$ cat src/rvCore_defines.svh
`ifndef RVCORE_DEFINES_SVH
`define RVCORE_DEFINES_SVH

`define XLEN       32 // data path width
`define REG_COUNT  32 // architectural registers
`define REG_AW     5  // register address bits
`define DMEM_WORDS 64 // data memory depth, power of two

`endif
$ cat src/regFile.sv
`timescale 1ns/1ps
`include "rvCore_defines.svh"

module regFile (
    input  logic               clk,
    input  logic               reset,
    input  logic [`REG_AW-1:0] readAddrA,   // rs1
    input  logic [`REG_AW-1:0] readAddrB,   // rs2
    input  logic [`REG_AW-1:0] writeAddr,   // rd
    input  logic               writeEnable,
    input  logic [`XLEN-1:0]   writeData,
    output logic [`XLEN-1:0]   readDataA,
    output logic [`XLEN-1:0]   readDataB,
    output logic [`XLEN-1:0]   regWindow [`REG_COUNT-1:0] // every register, for observation
);

    logic [`XLEN-1:0] regs [`REG_COUNT-1:0];

    // combinational reads, x0 held at zero by the write logic
    assign readDataA = regs[readAddrA];
    assign readDataB = regs[readAddrB];
    assign regWindow = regs;

    always_ff @(posedge clk) begin
        if (reset) begin
            for (int r = 0; r < `REG_COUNT; r++) begin
                regs[r] <= '0;
            end
        end else if (writeEnable && (writeAddr != '0)) begin // x0 ignores writes
            regs[writeAddr] <= writeData;
        end
    end

    // x0 must survive every write-back
    assert property (@(posedge clk) disable iff (reset) regs[0] == '0)
        else $error("x0 holds a nonzero value");

endmodule

$ cat config.mk
export PLATFORM = sky130hd
export DESIGN_NAME = regFile
export DESIGN_NICKNAME = d
export VERILOG_FILES = /design/src/regFile.sv
export VERILOG_INCLUDE_DIRS = /design/src
export SDC_FILE = /design/constraint.sdc
export NUM_CORES = 2
export LEC_CHECK = 0
export ABC_CLOCK_PERIOD_IN_PS = 5600
export BUFFER_PORTS_ARGS = -buffer_cell sky130_fd_sc_hd__buf_2
export CAP_MARGIN = 10
export CORE_AREA = 2 2 439 441
export DETAILED_ROUTE_END_ITERATION = 16
export DIE_AREA = 0 0 441 443
export GPL_TIMING_DRIVEN = 0
export PLACE_DENSITY_LB_ADDON = 0.3
export SLEW_MARGIN = 30
export SYNTH_ARGS = -nofsm -noshare
export SYNTH_HDL_FRONTEND = slang
export SYNTH_SLANG_ARGS = --single-unit
export TNS_END_PERCENT = 20
$ cat constraint.sdc
create_clock -name clk -period 5.6 [get_ports clk]
set_input_delay 1.4 -clock clk [delete_from_list [all_inputs] [get_ports clk]]
set_output_delay 1.4 -clock clk [all_outputs]
set_load 0.005 [all_outputs]
Yosys cells after proc, flatten, opt, wreduce, memory -nomap -nowiden
Index checks and enable logic that the tools add are counted.
Widths: inputs -> output; s select.
{"block": "word_totals", "word_cells": 46, "ram_bits": 0, "latch_bits": 0, "input_bits": 50, "out_inout_bits": 1088, "romBits": 0, "mem_count": 0, "register_bits": 1024}
{"block": "classes", "n_shift": 0, "div": 0, "addsub": 0, "n_lt_le_gt_ge": 4, "n_reduce_logical": 3, "n_eq_ne": 0, "mul": 0, "bitwise": 0, "n_mux": 7}
{"cell": "$bwmux 1024", "count": 1}
{"cell": "$bmux 32 s5", "count": 2}
{"cell": "$demux 32 s5", "count": 1}
{"cell": "$mux 32", "count": 3}
{"cell": "$lt 5x6->1 const B", "count": 3}
{"cell": "$ge 5x1->1 const B", "count": 1}
{"cell": "$reduce_bool 5->1", "count": 1}
{"cell": "$logic_and 1x1->1", "count": 2}

Longest topological paths before layout
{"block": "logic_depth", "depth_word": 5, "mapped_depth": 8}

Worst setup path after synthesis
Ideal clock, no wire load.
{"block": "synth_timing", "kind": "input to output", "start": "input port readAddrA[1]", "end": "output port readDataA[25]", "cell_stages": 8, "n_path_buf": 4, "arrival_ps": 2611, "setup_slack_ps": 1589, "required_time_ps": 4200, "path_cell_list": "buf_2 > buf_2 > buf_4 > buf_4 > mux2i_1 > a22oi_1 > a31oi_1 > nand3_1"}
{"block": "synth_between", "elab_chain_len": 2}
{"element": "from (decl)", "line": "regFile.sv:7", "source": "input logic [`REG_AW-1:0] readAddrA,"}
{"element": "$bmux 32 s5", "line": "regFile.sv:20", "source": "assign readDataA = regs[readAddrA];"}
{"element": "$mux 32 (implied by the code)", "line": "regFile.sv:20"}
{"element": "to (decl)", "line": "regFile.sv:12", "source": "output logic [`XLEN-1:0] readDataA,"}
Every way passes these cells. The select of a mux whose other input is x is not followed.

Worst setup path in the final report
{"block": "layout_timing", "start": "input port readAddrB[1]", "end": "output port readDataB[14]"}
{"block": "layout_between", "elab_chain_len": 2}
{"element": "from (decl)", "line": "regFile.sv:8", "source": "input logic [`REG_AW-1:0] readAddrB,"}
{"element": "$bmux 32 s5", "line": "regFile.sv:21", "source": "assign readDataB = regs[readAddrB];"}
{"element": "$mux 32 (implied by the code)", "line": "regFile.sv:21"}
{"element": "to (decl)", "line": "regFile.sv:13", "source": "output logic [`XLEN-1:0] readDataB,"}
Every way passes these cells. The select of a mux whose other input is x is not followed.

==> results.json <==
{
  "fin_nets": 8170,
  "cts_tree": "built",
  "p_clk_share_pct": 49.2,
  "path_class": "primary input to output port",
  "p_total_mw": 19.3,
  "start_kind": "primary input",
  "insertion_delay_ns": 0.82,
  "hold_depth": 2,
  "h-tree-depth": 4,
  "rr_startpoint": "regWindow[352]",
  "ys_warn_count": 0,
  "clk_path_buf_depth": 3,
  "cp.required_ns": 4.20,
  "drt_iter0_drc": 8812,
  "crit_fanout": 10,
  "intPower_mw": 13.6,
  "grt_pass1_vias": 56300,
  "hp-class": "register to register",
  "wl_um": 409000,
  "setup_slack_ns": -0.165,
  "post-route-util_pct": 35.1,
  "violations": "setup timing",
  "arrival_ns": 4.37,
  "layout-drive-gt1-share_pct": 21.0,
  "area_growth_pct": 27.3,
  "place_ws_ns": -0.619,
  "wl_met2_um": 172000,
  "p_comb_share_pct": 12.3,
  "synthesis.area_um2": 52700,
  "clkSlewWorstSetupHoldPaths_ns": 0.06,
  "r2r_cells": 2,
  "viasPerCell": 5.79,
  "antenna_found_initial": 53,
  "hp-start": "regWindow[208]",
  "nFillCells": 20300,
  "fin_tns_setup_ns": -1.67,
  "rsz0062_at_grt": "yes",
  "fin_cells": 10800,
  "hold_violations": 0,
  "drtPass1Iterations": 8,
  "numPortBuffers": 1134,
  "period_needed_ns": 5.77,
  "die_w_um": 441,
  "cts_root_buf": "clkbuf_16",
  "grt_pass1_wl_um": 527000,
  "synth_fp_nets": 6892,
  "dp_hpwl_um": 333000,
  "die_y_um": 443,
  "top_layer": "met5",
  "numCtsBuffers": 134,
  "grt_max_degree": 17,
  "cts.sinks": 1024,
  "maxCapViolCount": 0,
  "leakagePower_nw": 28.3,
  "critPathCaptureType": "output port",
  "max-slew-margin-rel_pct": 25.1,
  "peakVddDrop_uv": 288,
  "fin_crit_sh_pct": 103,
  "largest_reg_flops": 1024,
  "tightest_slew_ns": 1.12,
  "pwr-share-seq_pct": 38.4,
  "synthDistinctLibCells": 27,
  "place.gp.congestion": 1.02,
  "power.density_nw_per_um2": 288,
  "r2r_end": "regWindow[352]",
  "syn_area_per_cell_um2": 7.70,
  "drcViolationCount": 0,
  "critPathLaunch": "readAddrB[1]",
  "synth-seq-area-share_pct": 38.9,
  "dpl.cell_count": 10500,
  "core_um2": 191000,
  "clock_skew_ns": 0,
  "maxSlewViolCount": 0,
  "wl_per_cell_um": 37.9,
  "final_antenna_net_count": 0,
  "wl_met3_um": 41600,
  "ios": 1138,
  "timing.fmax_mhz": 173,
  "grt_usage_pct": 40.0,
  "start_util_pct": 27.6,
  "rrSetupSlack_ns": 4.65,
  "p_sw_mw": 5.72,
  "p_sw_share_pct": 29.7,
  "min_to": "regWindow[208]",
  "die_area_um2": 195000,
  "overflow": 0,
  "postCtsHoldBufs": 0,
  "vias": 62500,
  "synthCells": 6842,
  "setup_viol": 28,
  "status": "finished with violations",
  "synth-seq-cells": 1024,
  "met1Wirelength_um": 153000,
  "rows": 161
}
-- area by class of cell --
| cell class | instances | area [um2] | area share [%] |
|---|---|---|---|
| multi-input cells | 5158 | 29800 | 44.5 |
| well taps | 2526 | 3160 | 4.71 |
| flip-flops and latches | 1024 | 20500 | 30.6 |
| clock inverters | 59 | 808 | 1.21 |
| diodes | 36 | 90.1 | 0.134 |
| plain buffers | 660 | 2960 | 4.41 |
| clock buffers | 186 | 3880 | 5.79 |
| repair buffers | 1142 | 5820 | 8.68 |
-- worst max-delay path, cell delays in order --
cell	delay (ns)
buf_2	0.30
buf_2	0.39
buf_6	0.44
buf_4	0.32
mux2i_1	0.24
a21oi_1	0.09
nand3_1	0.46
nand3_1	0.38
buf_2	0.24
-- stage by stage --
| stage | hold WS (ns) | cell area [um2] |
|---|---|---|
| floorplan | 0.476 | 52700 |
| global placement | 0.468 | 61500 |
| detailed placement | 0.473 | 62000 |
| CTS | 0.482 | 66900 |
| global route | 0.501 | 67000 |
| finish | 0.484 | 67100 |
-- cell usage after synthesis (all sizes together) --
cell	number	area share, %
nand2b	9	0.11
nor3	76	0.84
nand2	2212	16
clkbuf	440	3.1
buf	220	2.2
nand3	192	1.8
nor4	8	0.21
and2	4	0.047
nor2b	38	0.45
dfxtp	1024	39
a22o	128	2.1
nand4	1	0.012
nor2	21	0.16
a22oi	192	2.7
a31oi	64	0.76
or2	5	0.064
mux2i	1024	19
a21oi	1184	11
-- metal layers --
layer | global-route usage (%) | vias to the layer above
li1 | - | 26100
met1 | 48.6 | 30700
met2 | 58.8 | 4551
met3 | 9.73 | 1116
met4 | 34.6 | 16
met5 | 0 | -
-- power by group through the flow --
stage,Combinational [mW],Clock [mW],Sequential (mW)
2_1_floorplan,1.04,0,7.55
3_3_place_gp,2.22,0,7.57
3_5_place_dp,2.25,0,7.57
4_1_cts,2.27,9.47,7.41
5_1_grt,2.37,9.74,7.41
6_report,2.38,9.50,7.41
-- what timing repair did --
| item | 4_1_cts | 5_1_grt |
|---|---|---|
| setup endpoints to repair | 64 | 24 |
| setup buffers | 0 | 0 |
| hold endpoints to repair | 0 | 0 |
| gates resized for setup | 57 | 23 |
| pin swaps | 0 | 0 |
-- cell families (layout without fill, tap and decap cells) --
group | after synthesis | after routing | share of synthesized area [%]
AND/OR/NAND/NOR | 2566 | 2566 | 19.5
AO/OA/AOI/OAI | 1568 | 1568 | 16.9
multiplexers | 1024 | 1024 | 19.5
flip-flops | 1024 | 1024 | 38.9
buffers and inverters | 660 | 2047 | 5.30
other | 0 | 36 | 0
-- placed cells by master, fill, tap and decap left out, drive strengths merged --
cell type and instances:
and2 4, nor4 8, nand4 1, clkinv 27, nand2b 9, bufinv 17
nor2 21, or2 5, clkinvlp 8, nand2 2212, nor3 76, clkbuf 631
mux2i 1024, a21oi 1184, buf 1357, a31oi 64, nand3 192, a22oi 192
nor2b 38, inv 7, a22o 128, dfxtp 1024, diode 36
-- how the worst max path moves through the flow --
stage                     slack, ns            end
after floorplan                1.59  readDataA[25]
after global placement        -1.04  readDataA[12]
after detailed placement      -0.62  readDataA[12]
after CTS                     -0.04   readDataA[7]
after global routing          -0.08  readDataB[22]
final                         -0.17  readDataB[14]
Note: power is estimated with default switching activity, not from simulation.
