### config.mk
export PLATFORM = sky130hd
export DESIGN_NAME = memWbStage_flat
export DESIGN_NICKNAME = d
export VERILOG_FILES = /design/src/rvCtrlPkg.sv /design/src/rvIsaPkg.sv /design/src/rvStageIf.sv /design/src/memWbStage.sv /design/src/flat_wrapper.sv
export VERILOG_INCLUDE_DIRS = /design/src
export SDC_FILE = /design/constraint.sdc
export NUM_CORES = 2
export LEC_CHECK = 0
export BUFFER_PORTS_ARGS = -buffer_cell sky130_fd_sc_hd__buf_2
export CORE_MARGIN = 3
export CORE_UTILIZATION = 30
export CTS_CLUSTER_SIZE = 28
export DETAILED_ROUTE_END_ITERATION = 6
export PLACE_DENSITY = 0.47
export SYNTH_ARGS = -nofsm -noshare
export SYNTH_HDL_FRONTEND = slang
export SYNTH_SLANG_ARGS = --single-unit
### constraint.sdc
create_clock -name clk -period 4.7 [get_ports clk]
set_input_delay 0.705 -clock clk [delete_from_list [all_inputs] [get_ports clk]]
set_output_delay 0.705 -clock clk [all_outputs]
set_load 0.1 [all_outputs]
### src/rvCore_defines.svh
`ifndef RVCORE_DEFINES_SVH
`define RVCORE_DEFINES_SVH

`define XLEN       32 // data path width
`define REG_COUNT  32 // architectural registers
`define REG_AW     5  // register address bits
`define DMEM_WORDS 64 // data memory depth, power of two

`endif
### src/rvCtrlPkg.sv
package rvCtrlPkg;

    // where the register write data comes from
    typedef enum logic [1:0] {
        ALU = 2'd0, // alu result
        MEM = 2'd1, // load data
        IMM = 2'd2  // immediate, for lui
    } wbSrcT;

    // control word produced by decode
    typedef struct packed {
        logic  aluSrc;   // operand b is the immediate
        logic  regWrite; // write rd at the clock edge
        logic  memRead;  // load
        logic  memWrite; // store
        logic  branch;   // conditional branch
        wbSrcT wbSrc;    // write-back source select
        logic  invalid;  // unsupported opcode
    } ctrlT;

endpackage

### src/rvIsaPkg.sv
package rvIsaPkg;

    // major opcodes handled by the core
    typedef enum logic [6:0] {
        OP     = 7'b0110011, // register-register arithmetic
        OP_IMM = 7'b0010011, // register-immediate arithmetic
        LUI    = 7'b0110111, // load upper immediate
        LOAD   = 7'b0000011,
        STORE  = 7'b0100011,
        BRANCH = 7'b1100011  // conditional branch, flag only
    } opcodeT;

    // alu and branch compare operations
    typedef enum logic [3:0] {
        ADD  = 4'd0,  SUB  = 4'd1,  SLL  = 4'd2,  SLT  = 4'd3,
        SLTU = 4'd4,  XOR  = 4'd5,  SRL  = 4'd6,  SRA  = 4'd7,
        OR   = 4'd8,  AND  = 4'd9,
        BEQ  = 4'd10, BNE  = 4'd11, BLT  = 4'd12, BGE  = 4'd13,
        BLTU = 4'd14, BGEU = 4'd15
    } aluOpT;

    // funct3 access size for loads and stores
    typedef enum logic [2:0] {
        BYTE   = 3'b000, // lb / sb
        HALF   = 3'b001, // lh / sh
        WORD   = 3'b010, // lw / sw
        BYTE_U = 3'b100, // lbu
        HALF_U = 3'b101  // lhu
    } memSizeT;

endpackage

### src/rvStageIf.sv
`timescale 1ns/1ps
`include "rvCore_defines.svh"

// decoded fields, decode to execute and memory stages
interface decodeIf;
    logic [`REG_AW-1:0]  rs1;    // source a address
    logic [`REG_AW-1:0]  rs2;    // source b address
    logic [`REG_AW-1:0]  rd;     // destination address
    logic [2:0]          funct3; // load/store size, branch kind
    logic [`XLEN-1:0]    imm;    // sign extended immediate
    rvIsaPkg::aluOpT     aluOp;  // resolved operation
    rvCtrlPkg::ctrlT     ctrl;   // control word

    modport src (output rs1, rs2, rd, funct3, imm, aluOp, ctrl);
    modport dst (input  rs1, rs2, rd, funct3, imm, aluOp, ctrl);
endinterface

// execute results, execute to memory stage
interface execIf;
    logic [`XLEN-1:0] aluResult;   // result, also memory address
    logic [`XLEN-1:0] storeData;   // register b for stores
    logic             zero;        // result is zero
    logic             branchTaken; // branch condition holds
    logic             error;       // unsupported instruction

    modport src (output aluResult, storeData, zero, branchTaken, error);
    modport dst (input  aluResult, storeData, zero, branchTaken, error);
endinterface

### src/memWbStage.sv
`timescale 1ns/1ps
`include "rvCore_defines.svh"

module memWbStage (
    input  logic             clk,
    input  logic             reset,
    decodeIf.dst             dec,      // size, immediate, control
    execIf.dst               exe,      // address and store data
    output logic [`XLEN-1:0] writeData // to register file
);

    localparam int Lanes = `XLEN / 8;           // byte lanes per word
    localparam int OffW  = $clog2(Lanes);       // byte offset bits
    localparam int AddrW = $clog2(`DMEM_WORDS); // word index bits

    logic [`XLEN-1:0]  mem [`DMEM_WORDS];
    rvIsaPkg::memSizeT size;
    logic [AddrW-1:0]  wordAddr;
    logic [OffW-1:0]   byteOff;
    logic [Lanes-1:0]  laneEn;   // bytes touched by a store
    logic [`XLEN-1:0]  laneData; // store data replicated over lanes
    logic [`XLEN-1:0]  memWord;
    logic [7:0]        loadByte;
    logic [15:0]       loadHalf;
    logic [`XLEN-1:0]  loadData;

    assign size     = rvIsaPkg::memSizeT'(dec.funct3);
    assign wordAddr = exe.aluResult[OffW +: AddrW]; // upper address bits dropped
    assign byteOff  = exe.aluResult[OffW-1:0];

    always_comb begin
        case (size)
            rvIsaPkg::BYTE, rvIsaPkg::BYTE_U: begin
                laneEn   = Lanes'(1) << byteOff;
                laneData = {Lanes{exe.storeData[7:0]}};
            end
            rvIsaPkg::HALF, rvIsaPkg::HALF_U: begin
                laneEn   = Lanes'(2'b11) << {byteOff[OffW-1:1], 1'b0}; // aligned pair
                laneData = {(Lanes/2){exe.storeData[15:0]}};
            end
            default: begin
                laneEn   = '1; // full word
                laneData = exe.storeData;
            end
        endcase
    end

    always_ff @(posedge clk) begin
        if (reset) begin
            for (int w = 0; w < `DMEM_WORDS; w++) begin
                mem[w] <= '0;
            end
        end else if (dec.ctrl.memWrite) begin
            for (int l = 0; l < Lanes; l++) begin
                if (laneEn[l]) begin
                    mem[wordAddr][8*l +: 8] <= laneData[8*l +: 8];
                end
            end
        end
    end

    // read path, select lane then extend
    assign memWord  = mem[wordAddr];
    assign loadByte = memWord[{byteOff, 3'b000} +: 8];
    assign loadHalf = memWord[{byteOff[OffW-1:1], 4'b0000} +: 16];

    always_comb begin
        case (size)
            rvIsaPkg::BYTE:   loadData = {{(`XLEN-8){loadByte[7]}}, loadByte};
            rvIsaPkg::HALF:   loadData = {{(`XLEN-16){loadHalf[15]}}, loadHalf};
            rvIsaPkg::BYTE_U: loadData = {{(`XLEN-8){1'b0}}, loadByte};
            rvIsaPkg::HALF_U: loadData = {{(`XLEN-16){1'b0}}, loadHalf};
            default:          loadData = memWord;
        endcase
        if (!dec.ctrl.memRead) begin
            loadData = '0; // no load this cycle
        end
    end

    // write-back source
    always_comb begin
        case (dec.ctrl.wbSrc)
            rvCtrlPkg::MEM: writeData = loadData;
            rvCtrlPkg::IMM: writeData = dec.imm;
            default:        writeData = exe.aluResult;
        endcase
    end

    // decode never asks for a load and a store at once
    assert property (@(posedge clk) disable iff (reset)
                     !(dec.ctrl.memRead && dec.ctrl.memWrite))
        else $error("memRead and memWrite both set");

endmodule

### src/flat_wrapper.sv
// flat-port wrapper written by rule: the top's interface ports become plain ports
module memWbStage_flat 
  (clk, reset, writeData, dec_rs1, dec_rs2, dec_rd, dec_funct3, dec_imm, dec_aluOp, dec_ctrl, exe_aluResult, exe_storeData, exe_zero, exe_branchTaken, exe_error);
  decodeIf dec_i ();
  execIf exe_i ();
  input  logic clk;
  input  logic reset;
  output logic [`XLEN-1:0] writeData;
  input wire logic [$bits(dec_i.rs1)-1:0] dec_rs1;
  input wire logic [$bits(dec_i.rs2)-1:0] dec_rs2;
  input wire logic [$bits(dec_i.rd)-1:0] dec_rd;
  input wire logic [$bits(dec_i.funct3)-1:0] dec_funct3;
  input wire logic [$bits(dec_i.imm)-1:0] dec_imm;
  input wire logic [$bits(dec_i.aluOp)-1:0] dec_aluOp;
  input wire logic [$bits(dec_i.ctrl)-1:0] dec_ctrl;
  input wire logic [$bits(exe_i.aluResult)-1:0] exe_aluResult;
  input wire logic [$bits(exe_i.storeData)-1:0] exe_storeData;
  input wire logic [$bits(exe_i.zero)-1:0] exe_zero;
  input wire logic [$bits(exe_i.branchTaken)-1:0] exe_branchTaken;
  input wire logic [$bits(exe_i.error)-1:0] exe_error;
  assign dec_i.rs1 = dec_rs1;
  assign dec_i.rs2 = dec_rs2;
  assign dec_i.rd = dec_rd;
  assign dec_i.funct3 = dec_funct3;
  assign dec_i.imm = dec_imm;
  assign dec_i.aluOp = dec_aluOp;
  assign dec_i.ctrl = dec_ctrl;
  assign exe_i.aluResult = exe_aluResult;
  assign exe_i.storeData = exe_storeData;
  assign exe_i.zero = exe_zero;
  assign exe_i.branchTaken = exe_branchTaken;
  assign exe_i.error = exe_error;
  memWbStage u_core (.clk(clk), .reset(reset), .dec(dec_i), .exe(exe_i), .writeData(writeData));
endmodule
* Word level (Yosys, flattened, before mapping) *
Memory sizes are Yosys's and may differ from the RTL's.
Cells that the tools add are included.

storage, ports and cells
  output and inout port bits = 32
  bits in writable memories = 2048
  memories kept = 1
  input port bits = 131
  bits in registers = 0

memories
  memory      depth  bits a word  read ports  clocked after Yosys merged registers in  wr ports  line              text
  u_core.mem  64     32           1           0                                        64        memWbStage.sv:16  logic [`XLEN-1:0] mem [`DMEM_WORDS];

cells by class
  shifts and indexed selects = 4
  mux-type cells = 26
  equal/unequal tests = 5
  reductions and logical operators = 4

operator list
  cell                   number
  $pmux W32 S2           2
  $pmux W32 S4           1
  $mux W32               2
  $reduce_or A32 Y1      1
  $shiftx A32 B6 Y16     1
  $shiftx A32 B6 Y8      1
  $mux W1                18
  $pmux W4 S2            1
  $eq A3 B3 Y1 const B   2
  $mux W6                1
  $mux W4                1
  $reduce_or A2 Y1       2
  $shl A1 B2 Y4 const A  1
  $shl A2 B2 Y4 const A  1
  $eq A3 B1 Y1 const B   1
  $logic_not A3 Y1       1
  $eq A2 B1 Y1 const B   1
  $eq A2 B2 Y1 const B   1

* Depth between registers and ports, before layout *
  depth after elaboration = 9
  gate-level depth with buffers = 15

* Least setup slack after synthesis *
No wires, ideal clock.

  path kind = input port to output port
  from = input port exe_aluResult[2]
  to = output port writeData[4]
  data arrival time = 4.849 ns
  slack = -0.854 ns
  required time = 3.995 ns
  stages on the path = 13
  path through = buf_2 > buf_4 > buf_4 > and3b_1 > buf_4 > buf_2 > buf_1 > a22oi_1 > a41oi_1 > nor3_1 > nand3_1 > mux2i_1 > a221oi_1

between the ends
  word-level cells in the longest chain between the ends = 5
  elaborated cells on any way between the ends = 6

RTL lines
  item                                                            line                                text
  start: declaration                                              flat_wrapper.sv:16                  input wire logic [$bits(exe_i.aluResult)-1:0] exe_aluResult;
  $mem_v2 Z64 W32 (*)                                             n/a
  $shiftx A32 B6 Y16 / $shiftx A32 B6 Y8 (equally long branches)  memWbStage.sv:65, memWbStage.sv:64
  $pmux W32 S4 (*)                                                memWbStage.sv:68                    case (size)
  $mux W32 (*)                                                    memWbStage.sv:75                    if (!dec.ctrl.memRead) begin
  $pmux W32 S2 (*)                                                memWbStage.sv:82                    case (dec.ctrl.wbSrc)
  end: declaration                                                flat_wrapper.sv:8                   output logic [`XLEN-1:0] writeData;

Every way passes the cells marked *; elsewhere a longest branch is shown, timed or not.

* Final worst setup path *
  from = input port exe_aluResult[3]
  to = output port writeData[2]

Same word-level chain as after synthesis.

==> flow_metrics.env <==
export IMPL_status="finished with violations"
export IMPL_violations="negative setup slack"
export IMPL_antenna_found_initial=22
export IMPL_fin_crit_sh=1.01
export IMPL_drt_first_pass_iters=7
export IMPL_drt_iter0_markers=9216
export IMPL_start_util=0.302
export IMPL_top_register="u_core.mem"
export IMPL_ios=163
export IMPL_cts_tree="built"
export IMPL_vias=68700
export IMPL_synth_seq_area_share=0.659
export IMPL_ant_nets=0
export IMPL_gp_congestion=0.929
export IMPL_cp_slowest_stage_delay_ns=0.37
export IMPL_synth_edf_count=2048
export IMPL_cellPowerDensity_nw_per_um2=387
export IMPL_p_total_mw=44.2
export IMPL_hold_viol=0
export IMPL_clk_pin_slew_worst_paths_ns=0.06
export IMPL_chipHeight_um=564
export IMPL_ctsHoldBuffers=0
export IMPL_synth_top_flop_cell="edfxtp_1"
export IMPL_power_switching_mw=11.7
export IMPL_drv_cap=0
export IMPL_h_tree_depth=4
export IMPL_drive_gt1_frac=0.240
export IMPL_yosys_register_bits=2048
export IMPL_p_leak_nw=39.8
export IMPL_hpwl_um=284000
export IMPL_met3_usage=0.0486
export IMPL_tightest_slew_ns=1.30
export IMPL_cts_buffers=229
export IMPL_die_area_um2=318000
export IMPL_grt_met2_usage=0.385
export IMPL_slew_violations=0
export IMPL_crit_fanout=7
export IMPL_min_period_ns=4.77
export IMPL_critPathRequiredTime_ns=3.99
export IMPL_crit_chain="buf_16 -> buf_16 -> buf_4 -> buf_4 -> nor2_4 -> buf_12 -> buf_6 -> a221oi_1 -> o22ai_1 -> a22o_2 -> nor4_4 -> buf_4 -> a221o_1 -> buf_12 -> a221o_1 -> a22oi_2 -> buf_12"
export IMPL_synthCells=7266
export IMPL_grt_busiest_layer="met2"
export IMPL_final_nets=8118
export IMPL_cts_buffer_depth=4
export IMPL_max_vdd_ir_drop_v=0.000301
export IMPL_setup_slack_ns=-0.0684
export IMPL_die_width_um=564
export IMPL_hold_class="in -> reg"
export IMPL_crit_path_end_kind="primary output"
export IMPL_use_met1=0.329
export IMPL_ys_async_sr_fraction=0
export IMPL_arrival_ns=4.06
export IMPL_yosys_cell_types_count=83
export IMPL_drc_errors=0
export IMPL_routed_wl_um=405000
export IMPL_post_route_util=0.369
export IMPL_setup_viol_count_final=22
export IMPL_cts_root_buf="clkbuf_16"
export IMPL_syn_nets=7399
export IMPL_finalInstanceArea_um2=114000
export IMPL_p_clk_frac=0.390
export IMPL_startpoint_type="primary input"
export IMPL_grt_usage=0.247
export IMPL_gr_total_overflow=0
export IMPL_placed_area_um2=106000
export IMPL_p_int_mw=32.5
export IMPL_tns_ns=-0.601
export IMPL_pwr_share_seq=0.482
export IMPL_post_drt_wl_per_cell_um=32.9
export IMPL_viasPerCell=5.58
export IMPL_first_global_vias=66300
export IMPL_slowest_stage="a221o_1"
export IMPL_timing_slew_headroom=0.127
export IMPL_yosys_warnings=0
export IMPL_netlist_area_um2=93400
export IMPL_reg_top3="u_core.mem (2048)"
export IMPL_largest_reg_flops=2048
export IMPL_clock_sinks=2048
export IMPL_io_buffers=136
export IMPL_grt_pass1_wl_um=552000
export IMPL_grt_setup_unrepaired="true"
export IMPL_grt_max_degree=66
export IMPL_fillers=29900
export IMPL_critPathKind="in -> out"
export IMPL_row_count=204
export IMPL_fmaxAchievable_mhz=210
export IMPL_fp_coreArea_um2=309000
export IMPL_switching_share=0.264
export IMPL_p_comb_frac=0.127
export IMPL_postSynthAreaPerCell_um2=12.9
export IMPL_area_delta_synth_final_pct=22.4
[synthesized netlist by cell type (all sizes together), types with 17 or more instances]
cell type | number | area [um2]
mux2 | 203 | 2290
mux2i | 277 | 2780
a222oi | 22 | 220
nand2 | 325 | 1220
a31oi | 33 | 206
buf | 244 | 1530
a22o | 40 | 350
or2 | 70 | 438
clkbuf | 341 | 1280
edfxtp | 2048 | 61500
o221ai | 17 | 149
mux4 | 123 | 2770
a21oi | 139 | 699
o21ai | 109 | 546
nor3 | 76 | 385
a221oi | 181 | 1590
o22ai | 98 | 613
nand2b | 208 | 1300
nor2 | 1712 | 6430
a22oi | 170 | 1280
a221o | 53 | 531
a211oi | 29 | 235
nand3 | 25 | 125
and2 | 519 | 3250
[placed cells by master, fill, tap and decap left out, types with 13 or more instances in the layout]
| cell type | Yosys | layout |
|---|---|---|
| buf_8 | 0 | 13 |
| or2_2 | 70 | 70 |
| o221ai_1 | 17 | 14 |
| a21oi_4 | 0 | 14 |
| buf_2 | 115 | 94 |
| a22o_1 | 40 | 39 |
| nand3_1 | 25 | 22 |
| buf_4 | 78 | 745 |
| a21oi_1 | 138 | 113 |
| nor2_1 | 1711 | 1705 |
| mux4_2 | 123 | 123 |
| o2bb2ai_1 | 15 | 15 |
| a31oi_1 | 33 | 21 |
| diode_2 | 0 | 13 |
| o21ai_0 | 107 | 102 |
| edfxtp_1 | 2048 | 2048 |
| mux2_2 | 198 | 193 |
| o22ai_1 | 98 | 93 |
| mux2i_1 | 276 | 253 |
| a211oi_1 | 27 | 20 |
| o22a_1 | 16 | 16 |
| mux2i_4 | 0 | 20 |
| clkinv_2 | 0 | 51 |
| clkinv_1 | 0 | 56 |
| and2_1 | 518 | 516 |
| clkbuf_16 | 0 | 234 |
| a222oi_1 | 22 | 22 |
| clkbuf_1 | 341 | 56 |
| buf_6 | 24 | 49 |
| a221oi_1 | 180 | 167 |
| nand2_1 | 325 | 321 |
| a22oi_1 | 170 | 167 |
| a221o_1 | 53 | 53 |
| nor3_1 | 75 | 73 |
| buf_12 | 0 | 159 |
| nand2b_1 | 208 | 204 |
[layer usage]
layer / part of all wire / vias up
met4: 0.056 / 8
met5: 0.00012 / -
met2: 0.45 / 3881
li1: - / 28300
met3: 0.094 / 809
met1: 0.40 / 35700
[through the flow]
stage | instances | hold WS [ns] | setup slack [ns]
after CTS | 12300 | 0.115 | 0.00165
after detailed placement | 11800 | 1.10 | -1.13
final | 12300 | 0.178 | -0.0684
after global placement | 11800 | 1.09 | -1.11
after floorplan | 7266 | 1.05 | -0.104
after global routing | 12300 | 0.180 | -0.0714
[path summary, 6_finish.rpt]
kind                               from                 end  slack [ns]  cells past startpoint
worst max-delay path   exe_aluResult[3]        writeData[2]       -0.07                     17
worst min-delay path  exe_storeData[25]  u_core.mem[13][25]        0.18                      3
[power by group through the flow]
| stage | sequential [mW] | clock, mW | combinational, mW |
|---|---|---|---|
| after detailed placement | 21.7 | 0 | 5.27 |
| final | 21.3 | 17.3 | 5.63 |
| after CTS | 21.3 | 17.4 | 5.44 |
| after global placement | 21.7 | 0 | 5.26 |
| after floorplan | 21.5 | 0 | 2.54 |
| after global routing | 21.4 | 18.1 | 5.74 |
[worst max-delay path: cells and delay by family]
kind | cells | cell delay, ns
and+or+nand+nor | 2 | 0.22
buffers and inverters | 9 | 1.47
AOI/OAI and AO/OA | 6 | 1.61
[layout make-up]
| cell class | count | area, um2 | share of cell area |
|---|---|---|---|
| clock buffers | 287 | 5990 | 0.0524 |
| diodes | 13 | 32.5 | 0.000285 |
| clock inverters | 128 | 931 | 0.00815 |
| repair buffers | 1073 | 10300 | 0.0904 |
| inverters | 10 | 52.6 | 0.000460 |
| multi-input cells | 4623 | 30300 | 0.265 |
| well taps | 4120 | 5150 | 0.0451 |
| flip-flops and latches | 2048 | 61500 | 0.538 |
[cells by family after synthesis]
| family | share of synthesized area |
|---|---|
| and+or+nand+nor | 0.148 |
| DFF | 0.659 |
| AOI/OAI and AO/OA | 0.0792 |
| muxes | 0.0839 |
| buffers and inverters | 0.0305 |
| adders and majority gates | 0.000268 |
[what timing repair did]
item                                    CTS  global route
endpoints found under the setup margin   32            32
gates resized for setup                 160            93
gates cloned                              2             3
buffers inserted                         32            31
pin swaps                                33            40
No activity file was read; power rests on OpenSTA's default activity.
