===== config.mk =====
export PLATFORM = sky130hd
export DESIGN_NAME = executeStage_flat
export DESIGN_NICKNAME = d
export VERILOG_FILES = /design/src/rvCtrlPkg.sv /design/src/rvIsaPkg.sv /design/src/rvStageIf.sv /design/src/executeStage.sv /design/src/flat_wrapper.sv
export VERILOG_INCLUDE_DIRS = /design/src
export SDC_FILE = /design/constraint.sdc
export NUM_CORES = 1
export LEC_CHECK = 0
export BUFFER_PORTS_ARGS = -buffer_cell sky130_fd_sc_hd__clkbuf_2
export CORE_ASPECT_RATIO = 0.6
export CORE_UTILIZATION = 30
export DETAILED_ROUTE_END_ITERATION = 10
export SLEW_MARGIN = 20
export SYNTH_ARGS = -nofsm -noshare
export SYNTH_HDL_FRONTEND = slang
export SYNTH_SLANG_ARGS = --single-unit

===== constraint.sdc =====
create_clock -name vclk -period 7.3
set_input_delay 0 -clock vclk [all_inputs]
set_output_delay 0 -clock vclk [all_outputs]
set_load 0.01 [all_outputs]

===== src/rvCore_defines.svh =====
`ifndef RVCORE_DEFINES_SVH
`define RVCORE_DEFINES_SVH

`define XLEN       32 // data path width
`define REG_COUNT  32 // architectural registers
`define REG_AW     5  // register address bits
`define DMEM_WORDS 64 // data memory depth, power of two

`endif

===== src/rvCtrlPkg.sv =====
package rvCtrlPkg;

    // where the register write data comes from
    typedef enum logic [1:0] {
        ALU = 2'd0, // alu result
        MEM = 2'd1, // load data
        IMM = 2'd2  // immediate, for lui
    } wbSrcT;

    // control word produced by decode
    typedef struct packed {
        logic  aluSrc;   // operand b is the immediate
        logic  regWrite; // write rd at the clock edge
        logic  memRead;  // load
        logic  memWrite; // store
        logic  branch;   // conditional branch
        wbSrcT wbSrc;    // write-back source select
        logic  invalid;  // unsupported opcode
    } ctrlT;

endpackage


===== src/rvIsaPkg.sv =====
package rvIsaPkg;

    // major opcodes handled by the core
    typedef enum logic [6:0] {
        OP     = 7'b0110011, // register-register arithmetic
        OP_IMM = 7'b0010011, // register-immediate arithmetic
        LUI    = 7'b0110111, // load upper immediate
        LOAD   = 7'b0000011,
        STORE  = 7'b0100011,
        BRANCH = 7'b1100011  // conditional branch, flag only
    } opcodeT;

    // alu and branch compare operations
    typedef enum logic [3:0] {
        ADD  = 4'd0,  SUB  = 4'd1,  SLL  = 4'd2,  SLT  = 4'd3,
        SLTU = 4'd4,  XOR  = 4'd5,  SRL  = 4'd6,  SRA  = 4'd7,
        OR   = 4'd8,  AND  = 4'd9,
        BEQ  = 4'd10, BNE  = 4'd11, BLT  = 4'd12, BGE  = 4'd13,
        BLTU = 4'd14, BGEU = 4'd15
    } aluOpT;

    // funct3 access size for loads and stores
    typedef enum logic [2:0] {
        BYTE   = 3'b000, // lb / sb
        HALF   = 3'b001, // lh / sh
        WORD   = 3'b010, // lw / sw
        BYTE_U = 3'b100, // lbu
        HALF_U = 3'b101  // lhu
    } memSizeT;

endpackage


===== src/rvStageIf.sv =====
`timescale 1ns/1ps
`include "rvCore_defines.svh"

// decoded fields, decode to execute and memory stages
interface decodeIf;
    logic [`REG_AW-1:0]  rs1;    // source a address
    logic [`REG_AW-1:0]  rs2;    // source b address
    logic [`REG_AW-1:0]  rd;     // destination address
    logic [2:0]          funct3; // load/store size, branch kind
    logic [`XLEN-1:0]    imm;    // sign extended immediate
    rvIsaPkg::aluOpT     aluOp;  // resolved operation
    rvCtrlPkg::ctrlT     ctrl;   // control word

    modport src (output rs1, rs2, rd, funct3, imm, aluOp, ctrl);
    modport dst (input  rs1, rs2, rd, funct3, imm, aluOp, ctrl);
endinterface

// execute results, execute to memory stage
interface execIf;
    logic [`XLEN-1:0] aluResult;   // result, also memory address
    logic [`XLEN-1:0] storeData;   // register b for stores
    logic             zero;        // result is zero
    logic             branchTaken; // branch condition holds
    logic             error;       // unsupported instruction

    modport src (output aluResult, storeData, zero, branchTaken, error);
    modport dst (input  aluResult, storeData, zero, branchTaken, error);
endinterface


===== src/executeStage.sv =====
`timescale 1ns/1ps
`include "rvCore_defines.svh"

module executeStage (
    decodeIf.dst             dec,  // operation, immediate, control
    input  logic [`XLEN-1:0] regA, // rs1 value
    input  logic [`XLEN-1:0] regB, // rs2 value
    execIf.src               exe   // results to memory stage
);

    localparam int ShW = $clog2(`XLEN); // shift amount bits

    logic [`XLEN-1:0] opB;
    logic [`XLEN-1:0] result;
    logic [ShW-1:0]   shamt;
    logic             signedLt;
    logic             unsignedLt;
    logic             cond; // branch condition before branch gating

    assign opB        = dec.ctrl.aluSrc ? dec.imm : regB;
    assign shamt      = opB[ShW-1:0];
    assign signedLt   = $signed(regA) < $signed(opB);
    assign unsignedLt = regA < opB;

    always_comb begin
        result = regA - opB; // branches report the difference
        cond   = 1'b0;
        case (dec.aluOp)
            rvIsaPkg::ADD:  result = regA + opB;
            rvIsaPkg::SUB:  result = regA - opB;
            rvIsaPkg::SLL:  result = regA << shamt;
            rvIsaPkg::SLT:  result = `XLEN'(signedLt);
            rvIsaPkg::SLTU: result = `XLEN'(unsignedLt);
            rvIsaPkg::XOR:  result = regA ^ opB;
            rvIsaPkg::SRL:  result = regA >> shamt;
            rvIsaPkg::SRA:  result = $signed(regA) >>> shamt; // keeps sign bit
            rvIsaPkg::OR:   result = regA | opB;
            rvIsaPkg::AND:  result = regA & opB;
            rvIsaPkg::BEQ:  cond = (regA == opB);
            rvIsaPkg::BNE:  cond = (regA != opB);
            rvIsaPkg::BLT:  cond = signedLt;
            rvIsaPkg::BGE:  cond = !signedLt;
            rvIsaPkg::BLTU: cond = unsignedLt;
            rvIsaPkg::BGEU: cond = !unsignedLt;
        endcase
    end

    assign exe.aluResult   = result;
    assign exe.storeData   = regB;                     // stores write rs2
    assign exe.zero        = (result == '0);
    assign exe.branchTaken = cond & dec.ctrl.branch;   // only real branches
    assign exe.error       = dec.ctrl.invalid;

endmodule


===== src/flat_wrapper.sv =====
// flat-port wrapper written by rule: the top's interface ports become plain ports
module executeStage_flat 
  (regA, regB, dec_rs1, dec_rs2, dec_rd, dec_funct3, dec_imm, dec_aluOp, dec_ctrl, exe_aluResult, exe_storeData, exe_zero, exe_branchTaken, exe_error);
  decodeIf dec_i ();
  execIf exe_i ();
  input  logic [`XLEN-1:0] regA;
  input  logic [`XLEN-1:0] regB;
  input wire logic [$bits(dec_i.rs1)-1:0] dec_rs1;
  input wire logic [$bits(dec_i.rs2)-1:0] dec_rs2;
  input wire logic [$bits(dec_i.rd)-1:0] dec_rd;
  input wire logic [$bits(dec_i.funct3)-1:0] dec_funct3;
  input wire logic [$bits(dec_i.imm)-1:0] dec_imm;
  input wire logic [$bits(dec_i.aluOp)-1:0] dec_aluOp;
  input wire logic [$bits(dec_i.ctrl)-1:0] dec_ctrl;
  output wire logic [$bits(exe_i.aluResult)-1:0] exe_aluResult;
  output wire logic [$bits(exe_i.storeData)-1:0] exe_storeData;
  output wire logic [$bits(exe_i.zero)-1:0] exe_zero;
  output wire logic [$bits(exe_i.branchTaken)-1:0] exe_branchTaken;
  output wire logic [$bits(exe_i.error)-1:0] exe_error;
  assign dec_i.rs1 = dec_rs1;
  assign dec_i.rs2 = dec_rs2;
  assign dec_i.rd = dec_rd;
  assign dec_i.funct3 = dec_funct3;
  assign dec_i.imm = dec_imm;
  assign dec_i.aluOp = dec_aluOp;
  assign dec_i.ctrl = dec_ctrl;
  assign exe_aluResult = exe_i.aluResult;
  assign exe_storeData = exe_i.storeData;
  assign exe_zero = exe_i.zero;
  assign exe_branchTaken = exe_i.branchTaken;
  assign exe_error = exe_i.error;
  executeStage u_core (.dec(dec_i), .regA(regA), .regB(regB), .exe(exe_i));
endmodule

; ---- Word level (Yosys, flattened, before mapping)
; Cells that the tools add are included.
[word_totals]
regBits = 0
in_bits = 126
wordCells = 34
output_inout_bits = 67
[op_classes]
shift = 3
reduce_logical = 4
n_mux = 3
eq_ne = 16
n_addsub = 2
bitwise_logic = 4
n_lt_le_gt_ge = 2
[op_table]
columns = operator, n
row1 = $pmux W32 S9, 1
row2 = $lt A32 B32 Y1, 2
row3 = $add A32 B32 Y32, 1
row4 = $and A32 B32 Y32, 1
row5 = $eq A32 B32 Y1, 1
row6 = $eq A4 B4 Y1 const B, 8
row7 = $logic_not A32 Y1, 1
row8 = $mux W32, 1
row9 = $ne A32 B32 Y1, 1
row10 = $or A32 B32 Y32, 1
row11 = $shl A32 B5 Y32, 1
row12 = $shr A32 B5 Y32, 1
row13 = $sshr A32 B5 Y32, 1
row14 = $sub A32 B32 Y32, 1
row15 = $xor A32 B32 Y32, 1
row16 = $eq A4 B3 Y1 const B, 4
row17 = $eq A4 B2 Y1 const B, 2
row18 = $pmux W1 S6, 1
row19 = $logic_not A4 Y1, 1
row20 = $logic_not A1 Y1, 2
row21 = $and A1 B1 Y1, 1

; ---- Logic depth before layout (Yosys ltp)
; Gate-level depths: netlist (run 1).
[depth]
ltp_word = 5
ltp_mapped = 21

; ---- Least setup slack after synthesis (run 1)
; Ideal clock, no wire load.
[synth_path]
path_type = in2out
start = input dec_ctrl[7]
end = output exe_zero
path_buffers = 7
stages = 20
setup_slack_ns = 1.967
t_arrival_ns = 5.333
path_cell_list = buf_6 > mux2i_1 > buf_2 > buf_1 > clkbuf_1 > buf_1 > buf_1 > ha_1 > clkbuf_1 > and3_1 > a221oi_1 > or4_1 > nand2_1 > mux2i_1 > o21ai_0 > or4b_1 > or4b_1 > or4_1 > nor4_2 > and4_1
[synth_via]
elab_chain_cells = 4
word_cells_on_any_way = 13
classes_between = 2 x add/sub / 2 x order compare / 3 x shift / 2 x mux / 3 x bitwise / 1 x reduce/logical
[synth_rtl]
columns = item, line
row1 = "start, declared", flat_wrapper.sv:14  ; input wire logic [$bits(dec_i.ctrl)-1:0] dec_ctrl;
row2 = $mux W32 *, executeStage.sv:20  ; assign opB = dec.ctrl.aluSrc ? dec.imm : regB;
row3 = $sub A32 B32 Y32 (tied with other cells), "executeStage.sv:26, executeStage.sv:30"
row4 = $pmux W32 S9 *, executeStage.sv:28  ; case (dec.aluOp)
row5 = via exe_aluResult[18], flat_wrapper.sv:15  ; output wire logic [$bits(exe_i.aluResult)-1:0] exe_aluResult;
row6 = $logic_not A32 Y1 *, executeStage.sv:50  ; assign exe.zero = (result == '0);
row7 = "end, declared", flat_wrapper.sv:17  ; output wire logic [$bits(exe_i.zero)-1:0] exe_zero;
; The timed path passes the listed nets; every way through them passes the cells marked *.

; ---- Final worst setup path (run 1)
[layout_path]
start = input dec_ctrl[7]
end = output exe_zero
[layout_via]
elab_chain_cells = 4
word_cells_on_any_way = 13
classes_between = 2 x add/sub / 2 x order compare / 3 x shift / 2 x mux / 3 x bitwise / 1 x reduce/logical
[layout_rtl]
columns = item, line
row1 = $mux W32 *, executeStage.sv:20
row2 = $sub A32 B32 Y32 (tied with other cells), "executeStage.sv:26, executeStage.sv:30"
row3 = $pmux W32 S9 *, executeStage.sv:28
row4 = $logic_not A32 Y1 *, executeStage.sv:50
; Mark *: on every way between the ends. The rest lies on a longest branch, timed or not.

==> results_dict.tcl, run 1 <==
set metrics [dict create \
    outcome "finished, final reports clean" \
    drive_gt1_share_pct 18.58 \
    syn_inst 1444 \
    rsz0062_at_grt "no" \
    utilization_pct 33.83 \
    syn_area_sq_um 10050 \
    synth_area_leaders "ha_1 (12%), mux4_2 (9.9%), mux2i_1 (8.6%)" \
    finalSetupViolations 0 \
    clockBufferCount 0 \
    ys_types 85 \
    regArea_sq_um 0 \
    wirelength_microns 57520 \
    fin_crit_ps 6187 \
    grt_max_degree 49 \
    ys_warn_count 0 \
    place_congestion 1.076 \
    drtAntennaViolNets 0 \
    wl_met1_microns 26230 \
    wl_met2_microns 20460 \
    fp.dieArea_sq_um 34270 \
    cp.arrival_ps 6190 \
    critPathLaunchType "primary input" \
    n_fill_cell 3625 \
    die_y_microns 143.8 \
    n_sequential_cell 0 \
    yosysMostFrequentCell "nand2_1" \
    maxSlewViolCount 0 \
    critical_path.slowest_cell "or4b_2" \
    grt_pass1_wl_microns 80630 \
    tightest_slew_ps 1058 \
    area_delta_synth_final_pct 9.931 \
    vias 12910 \
    hold_violations 0 \
    cp_cell_sequence "clkbuf_2, buf_4, mux2i_4, ha_1, nor2_1, o311ai_0, buf_4, a21boi_0, o22ai_1, o21ai_0, a31o_2, a2111oi_0, o21ai_0, or4b_2, nor4_1, and4_1, clkbuf_2" \
    wl_per_cell_microns 29.45 \
    dr_wl_met3_microns 9478 \
    start_util_pct 30.77 \
    grt_usage_pct 32.31 \
    synth.avg_cell_area_sq_um 6.962 \
    multi_input_area_sq_um 9040 \
    core_sq_um 32670 \
    drc_errors 0 \
    max_cap_violations 0 \
    yosysSeqAreaShare_pct 0 \
    slowest_delay_ps 730 \
    synth_fp_nets 1669 \
    max_slew_margin_pct 29.18 \
    antenna_found_initial 2 \
    postCtsHoldBufs 0 \
    hpwlAfterDp_microns 46120 \
    die_w_microns 238.3 \
    endpoint_kind "output port" \
    first_global_vias 11200 \
    post-synth-top-area-cell "ha_1" \
    finalSetupTns_ps 0 \
    overflow 0 \
    top_layer "met5" \
    initialDrtViolationCount 1903 \
    port-buffer-count 168 \
    rows 51 \
    cts-resized-gates 0 \
    dr.pass1.iters 5 \
    fin_crit_sh_pct 84.75 \
    cp_max_fo 15 \
    routed_via_density 6.608 \
    critical_path_required_ps 7300 \
    cts_setup_buffers 0 \
    clock.fmax_mhz 161.6 \
    critPathKind "primary input to output port" \
    synthTopCellsByCount "nand2_1 (137), nor2_1 (132), a21oi_1 (107)" \
    hold_class "primary input to output port" \
    fin_nets 1729 \
    synth_top_cell_area_share_pct 12.07 \
    ioPinCount 193 \
]
[final timing paths]
path,startpoint,endpoint,slack [ps],depth (start not counted)
worst max-delay path,dec_ctrl[7],exe_zero,1110,17
worst min-delay path,dec_ctrl[0],exe_error,0.02,0
[layout by cell type (no fill, tap or decap), types with 7 or more instances in the layout]
| cell type | count |
|---|---|
| or4_1 | 10 |
| inv_1 | 97 |
| o21a_1 | 8 |
| nor4_1 | 18 |
| a211oi_1 | 18 |
| nand3_1 | 42 |
| a22oi_1 | 21 |
| xnor2_1 | 21 |
| buf_4 | 29 |
| o31ai_1 | 7 |
| mux4_1 | 8 |
| nand2b_1 | 14 |
| a21oi_1 | 107 |
| o22ai_1 | 22 |
| a221oi_1 | 21 |
| mux4_2 | 44 |
| ha_1 | 97 |
| nand2_1 | 137 |
| or2_2 | 8 |
| nand4_1 | 12 |
| mux2i_1 | 82 |
| nor2b_1 | 13 |
| o221ai_1 | 9 |
| a31oi_1 | 21 |
| nor3_1 | 40 |
| o21bai_1 | 9 |
| a221o_1 | 12 |
| a21o_1 | 10 |
| o211ai_1 | 26 |
| and3_1 | 10 |
| o21ai_0 | 101 |
| nor2_1 | 132 |
| clkbuf_2 | 168 |
[kinds of logic (layout without fill, tap and decap cells)]
group | Yosys count | count (layout) | share of synthesized area (%)
adder cells (fa/ha/maj) | 99 | 99 | 12.47
buffers and inverters | 241 | 299 | 10.79
other | 0 | 1 | 0
AO/OA/AOI/OAI | 465 | 465 | 30.84
XOR/XNOR | 24 | 24 | 2.091
AND/OR/NAND/NOR | 472 | 472 | 22.51
multiplexers | 143 | 143 | 21.29
[layer usage]
layer	GRT usage (%)	vias up
li1	-	5562
met1	50.09	6232
met2	40.34	1044
met3	11.70	66
met4	6.748	2
met5	0	-
[critical path, delay by kind of cell]
kind            cells  cell delay (ps)
compound gates      7             2460
simple gates        4             1530
mux                 1              670
buf+inv             4             1160
fa+ha+maj           1              350
[cell type report]
class / count / area share [%]
inverters: 102 / 3.510
repair buffers: 197 / 9.578
diodes: 1 / 0.02264
multi-input cells: 1203 / 81.80
well taps: 450 / 5.095
[through the flow]
step / worst slack (ps) / instances / cell area, sq um / hold slack (ps)
6_report: 1113 / 1953 / 11050 / 0.01734
5_1_grt: 717.9 / 1952 / 11050 / 0.1059
4_1_cts: 1224 / 1952 / 11050 / 0.06862
3_5_place_dp: 1270 / 1952 / 11050 / 0.06862
3_3_place_gp: 1377 / 1952 / 11050 / 0.06862
2_1_floorplan: 1967 / 1444 / 10050 / 91.77
==> inputs of run 2 (changes only) <==
==> constraint.sdc (replaced) <==
create_clock -name vclk -period 5.77
set_input_delay 0 -clock vclk [all_inputs]
set_output_delay 0 -clock vclk [all_outputs]
set_load 0.01 [all_outputs]
==> run 2 against run 1 <==
Effect of this change:
- sequential share of layout area unchanged
- flip-flop and latch count unchanged
- die area unchanged
- global-route usage up 0.70 points
- setup slack worse by 1100 ps
- count of clock-buffer cells in the layout unchanged
- critical path depth unchanged
- non-clock buffer count up 36
==> results_dict.tcl, run 2 (same netlist as run 1, synthesis figures left out) <==
set metrics [dict create \
    outcome "finished, final reports clean" \
    clkPwrFrac_pct 0 \
    power_density_nw_per_um2 139.1 \
    intPower_mw 0.5327 \
    fp.dieArea_sq_um 34270 \
    drive_gt1_share_pct 20.55 \
    finalSetupViolations 0 \
    critical_path.slowest_cell "a221oi_1" \
    hold_class "primary input to output port" \
    critPathLaunchType "primary input" \
    hold_ws_ps 0.01734 \
    slowest_delay_ps 910 \
    cp_max_fo 5 \
    clock.fmax_mhz 174.5 \
    rows 51 \
    max_cap_violations 0 \
    fin_crit_sh_pct 99.31 \
    fin_crit_ps 5730 \
    cts-resized-gates 0 \
    fin_area_sq_um 11330 \
    area_delta_synth_final_pct 12.74 \
    multi_input_area_sq_um 9042 \
    hold_violations 0 \
    fin_nets 1765 \
    first_global_vias 11730 \
    switchingPower_mw 1.044 \
    p_comb_share_pct 100.0 \
    place_area_sq_um 11330 \
    place_ws_ps 387.4 \
    vias 13090 \
    critical_path.top_delay_family "compound AO/OA/AOI/OAI gates" \
    final_cell_mix "clkbuf_2 (168), nand2_1 (137), nor2_1 (131), a21oi_1 (107), o21ai_0 (101)" \
    layout_setup_ws_ps 40.03 \
    tightest_slew_ps 1106 \
    maxSlewViolCount 0 \
    place_congestion 1.092 \
    final_common_cell "clkbuf_2" \
    dr.pass1.iters 7 \
    drc_errors 0 \
    endpoint_kind "output port" \
    grt_usage_pct 33.01 \
    drtAntennaViolNets 0 \
    start_util_pct 30.77 \
    critPathKind "primary input to output port" \
    regArea_sq_um 0 \
    p_seq_share_pct 0 \
    initialDrtViolationCount 2097 \
    diodes 0 \
    port-buffer-count 168 \
    clockBufferCount 0 \
    power_mw 1.577 \
    grt_pass1_wl_microns 83060 \
    postCtsHoldBufs 0 \
    wirelength_microns 58040 \
    die_y_microns 143.8 \
    finalSetupTns_ps 0 \
    cp_cell_sequence "clkbuf_2, mux2i_4, inv_6, ha_1, fa_1, a21o_1, a221oi_1, o21ai_0, a221o_1, o21ai_0, o311ai_0, nor4b_1, or4b_1, or4_1, nor4_2, and4_1, clkbuf_2" \
    hpwlAfterDp_microns 47310 \
    antenna_found_initial 0 \
    critical_path_required_ps 5770 \
    overflow 0 \
    grt_max_degree 47 \
    ir_drop_mv 0.04757 \
    rsz0062_at_grt "no" \
    max_slew_margin_pct 26.25 \
    n_sequential_cell 0 \
    critPathBufInv 3 \
    leakagePower_nw 4.977 \
    cp.arrival_ps 5730 \
    die_w_microns 238.3 \
    routed_via_density 6.584 \
    core_sq_um 32670 \
    cts_setup_buffers 0 \
    ioPinCount 193 \
    n_fill_cell 3564 \
    switching_share_pct 66.22 \
    wl_per_cell_microns 29.20 \
]
==> run 2: cell types whose count changed in the layout (fill, tap and decap cells not counted) <==
cell and change:
nor2_1 -1, buf_4 +35, nor2_2 +1, buf_12 +1
diode_2 -1
==> run 2: path summary, 6_finish.rpt <==
path | start | endpoint | cells after the start
worst max-delay path | dec_ctrl[7] | exe_zero | 17
worst min-delay path | dec_ctrl[0] | exe_error | 0
==> run 2: metrics by stage <==
step / std cells / util, %
final: 1988 / 34.69
after global routing: 1988 / 34.69
after CTS: 1988 / 34.69
after detailed placement: 1988 / 34.69
after global placement: 1988 / 34.69
after floorplan: 1444 / -
==> run 2: layout make-up <==
type	count	share of cell area (%)
Inverter	102	3.422
Multi-Input combinational cell	1203	79.78
Tap cell	450	4.967
Timing Repair Buffer	233	11.83
==> run 2: power by group through the flow <==
stage / registers [mW] / logic (mW) / clock network (mW)
floorplan: 0 / 0.925 / 0
global placement: 0 / 1.50 / 0
detailed placement: 0 / 1.50 / 0
CTS: 0 / 1.50 / 0
global route: 0 / 1.65 / 0
finish: 0 / 1.58 / 0
==> run 2: layer usage <==
| layer | wire, microns | global-route usage, % |
|---|---|---|
| met2 | 21100 | 42.61 |
| met3 | 10150 | 14.81 |
| met4 | 1339 | 6.174 |
| met5 | 0 | 0 |
| met1 | 25450 | 48.63 |
No activity file was read; power rests on OpenSTA's default activity.
==> inputs of run 3 (changes only) <==
==> constraint.sdc (replaced) <==
create_clock -name vclk -period 5.2
set_input_delay 0 -clock vclk [all_inputs]
set_output_delay 0 -clock vclk [all_outputs]
set_load 0.01 [all_outputs]
==> run 3 against run 2 <==
Effect of this change:
- final area is 3.8% higher
- flip-flop and latch count stayed put
- non-clock buffer count is 53 higher
- via count is 3.1% higher
- global-route usage is 1.4 points higher
- die area stayed put
- count of clock-buffer cells in the layout stayed put
- sequential share of layout area stayed put
- critical path depth stayed put
- hold slack hardly changed
- wire length is 4.5% higher
- core utilization is 1.3 points higher
- critical path type unchanged
- largest cell class unchanged
==> results_dict.tcl, run 3 (same netlist as run 1, synthesis figures left out) <==
set metrics [dict create \
    antenna_found_initial 6 \
    endpoint_kind "output port" \
    fin_crit_ps 4974 \
    max_cap_violations 0 \
    final_cell_mix "clkbuf_2 (167), nand2_1 (137), nor2_1 (132), buf_4 (116), a21oi_1 (107)" \
    hold_violations 0 \
    rsz0062_at_grt "no" \
    area_delta_synth_final_pct 17.01 \
    place_congestion 1.056 \
    overflow 0 \
    finalNonFillerCells 2042 \
    final_common_cell "clkbuf_2" \
    regArea_sq_um 0 \
    grt_pass1_wl_microns 85930 \
    n_sequential_cell 0 \
    vias 13500 \
    wl_per_cell_microns 29.70 \
    hold_class "primary input to output port" \
    maxSlewViolCount 0 \
    layout_setup_ws_ps 226.4 \
    finalSetupViolations 0 \
    fin_nets 1818 \
    clockBufferCount 0 \
    cp.arrival_ps 4970 \
    fin_crit_sh_pct 95.65 \
    first_global_vias 11850 \
    critPathLaunch "dec_ctrl[7]" \
    cts_setup_buffers 0 \
    drive_gt1_share_pct 23.38 \
    max_slew_margin_pct 20.18 \
    critical_path_required_ps 5200 \
    place_ws_ps 281.3 \
    dr.pass1.iters 7 \
    cp_max_fo 38 \
    outcome "finished, final reports clean" \
    dp.cells 2041 \
    wirelength_microns 60650 \
    cp-endpoint "exe_zero" \
    port-buffer-count 168 \
    drtAntennaViolNets 0 \
    routed_via_density 6.611 \
    cts-resized-gates 0 \
    core_sq_um 32670 \
    finalSetupTns_ps 0 \
    grt_max_degree 55 \
    grt_usage_pct 34.43 \
    place_area_sq_um 11750 \
    tightest_slew_ps 1188 \
    ioPinCount 193 \
    die_y_microns 143.8 \
    initialDrtViolationCount 2121 \
    start_util_pct 30.77 \
    critPathLaunchType "primary input" \
    die_w_microns 238.3 \
    clock.fmax_mhz 201.1 \
    postCtsHoldBufs 0 \
    hpwlAfterDp_microns 49960 \
    critPathKind "primary input to output port" \
    drc_errors 0 \
    fp.dieArea_sq_um 34270 \
    rows 51 \
    fin_area_sq_um 11760 \
]
-- run 3: cell count changes in the layout (fill, tap and decap cells not counted), sizes merged --
| cell | delta |
|---|---|
| clkbuf | -1 |
| diode | +1 |
| buf | +54 |
-- run 3: per-layer routing --
layer  up-vias  global-route usage (%)  wire, microns  part of all wire (%)
met5         -                       0             34                 0.056
li1       5743                       -              -                     -
met3       101                   13.00          10480                    17
met4         4                   6.208           1406                   2.3
met2      1169                   45.14          22070                    36
met1      6483                   51.76          26660                    44
-- run 3: how the worst min path moves through the flow --
stage                      startpoint   endpoint  slack, ps  depth (start not counted)
final                     dec_ctrl[0]  exe_error       0.09                          0
after global routing      dec_ctrl[0]  exe_error       0.08                          0
after CTS                 dec_ctrl[0]  exe_error       0.07                          0
after detailed placement  dec_ctrl[0]  exe_error       0.07                          0
after global placement    dec_ctrl[0]  exe_error       0.07                          0
after floorplan           dec_ctrl[0]  exe_error         90                          1
-- run 3: cell type report --
cell class	count	area [sq um]
antenna	1	2.502
timing repair buffer	286	1752
fill	3555	20910
tap	450	563.0
multi-input combinational	1203	9059
inverter	102	387.9
-- run 3: critical path, cell delays in order --
cell      delay [ps]
buf_2            140
buf_12           160
mux2i_4          220
inv_2             80
buf_4            510
mux4_2           630
mux2i_1          430
buf_4            210
o22ai_1           80
a211oi_1         590
nand4_1          400
nor2_1           160
or4b_2           620
nor4_1           200
buf_4            170
and4_1           200
clkbuf_2         140
-- run 3: through the flow --
step / util, % / hold WS [ps]
after floorplan: - / 91.77
after global placement: 35.96 / 0.07494
after detailed placement: 35.96 / 0.07494
after CTS: 35.96 / 0.07494
after global routing: 36.00 / 0.08356
final: 36.01 / 0.08534
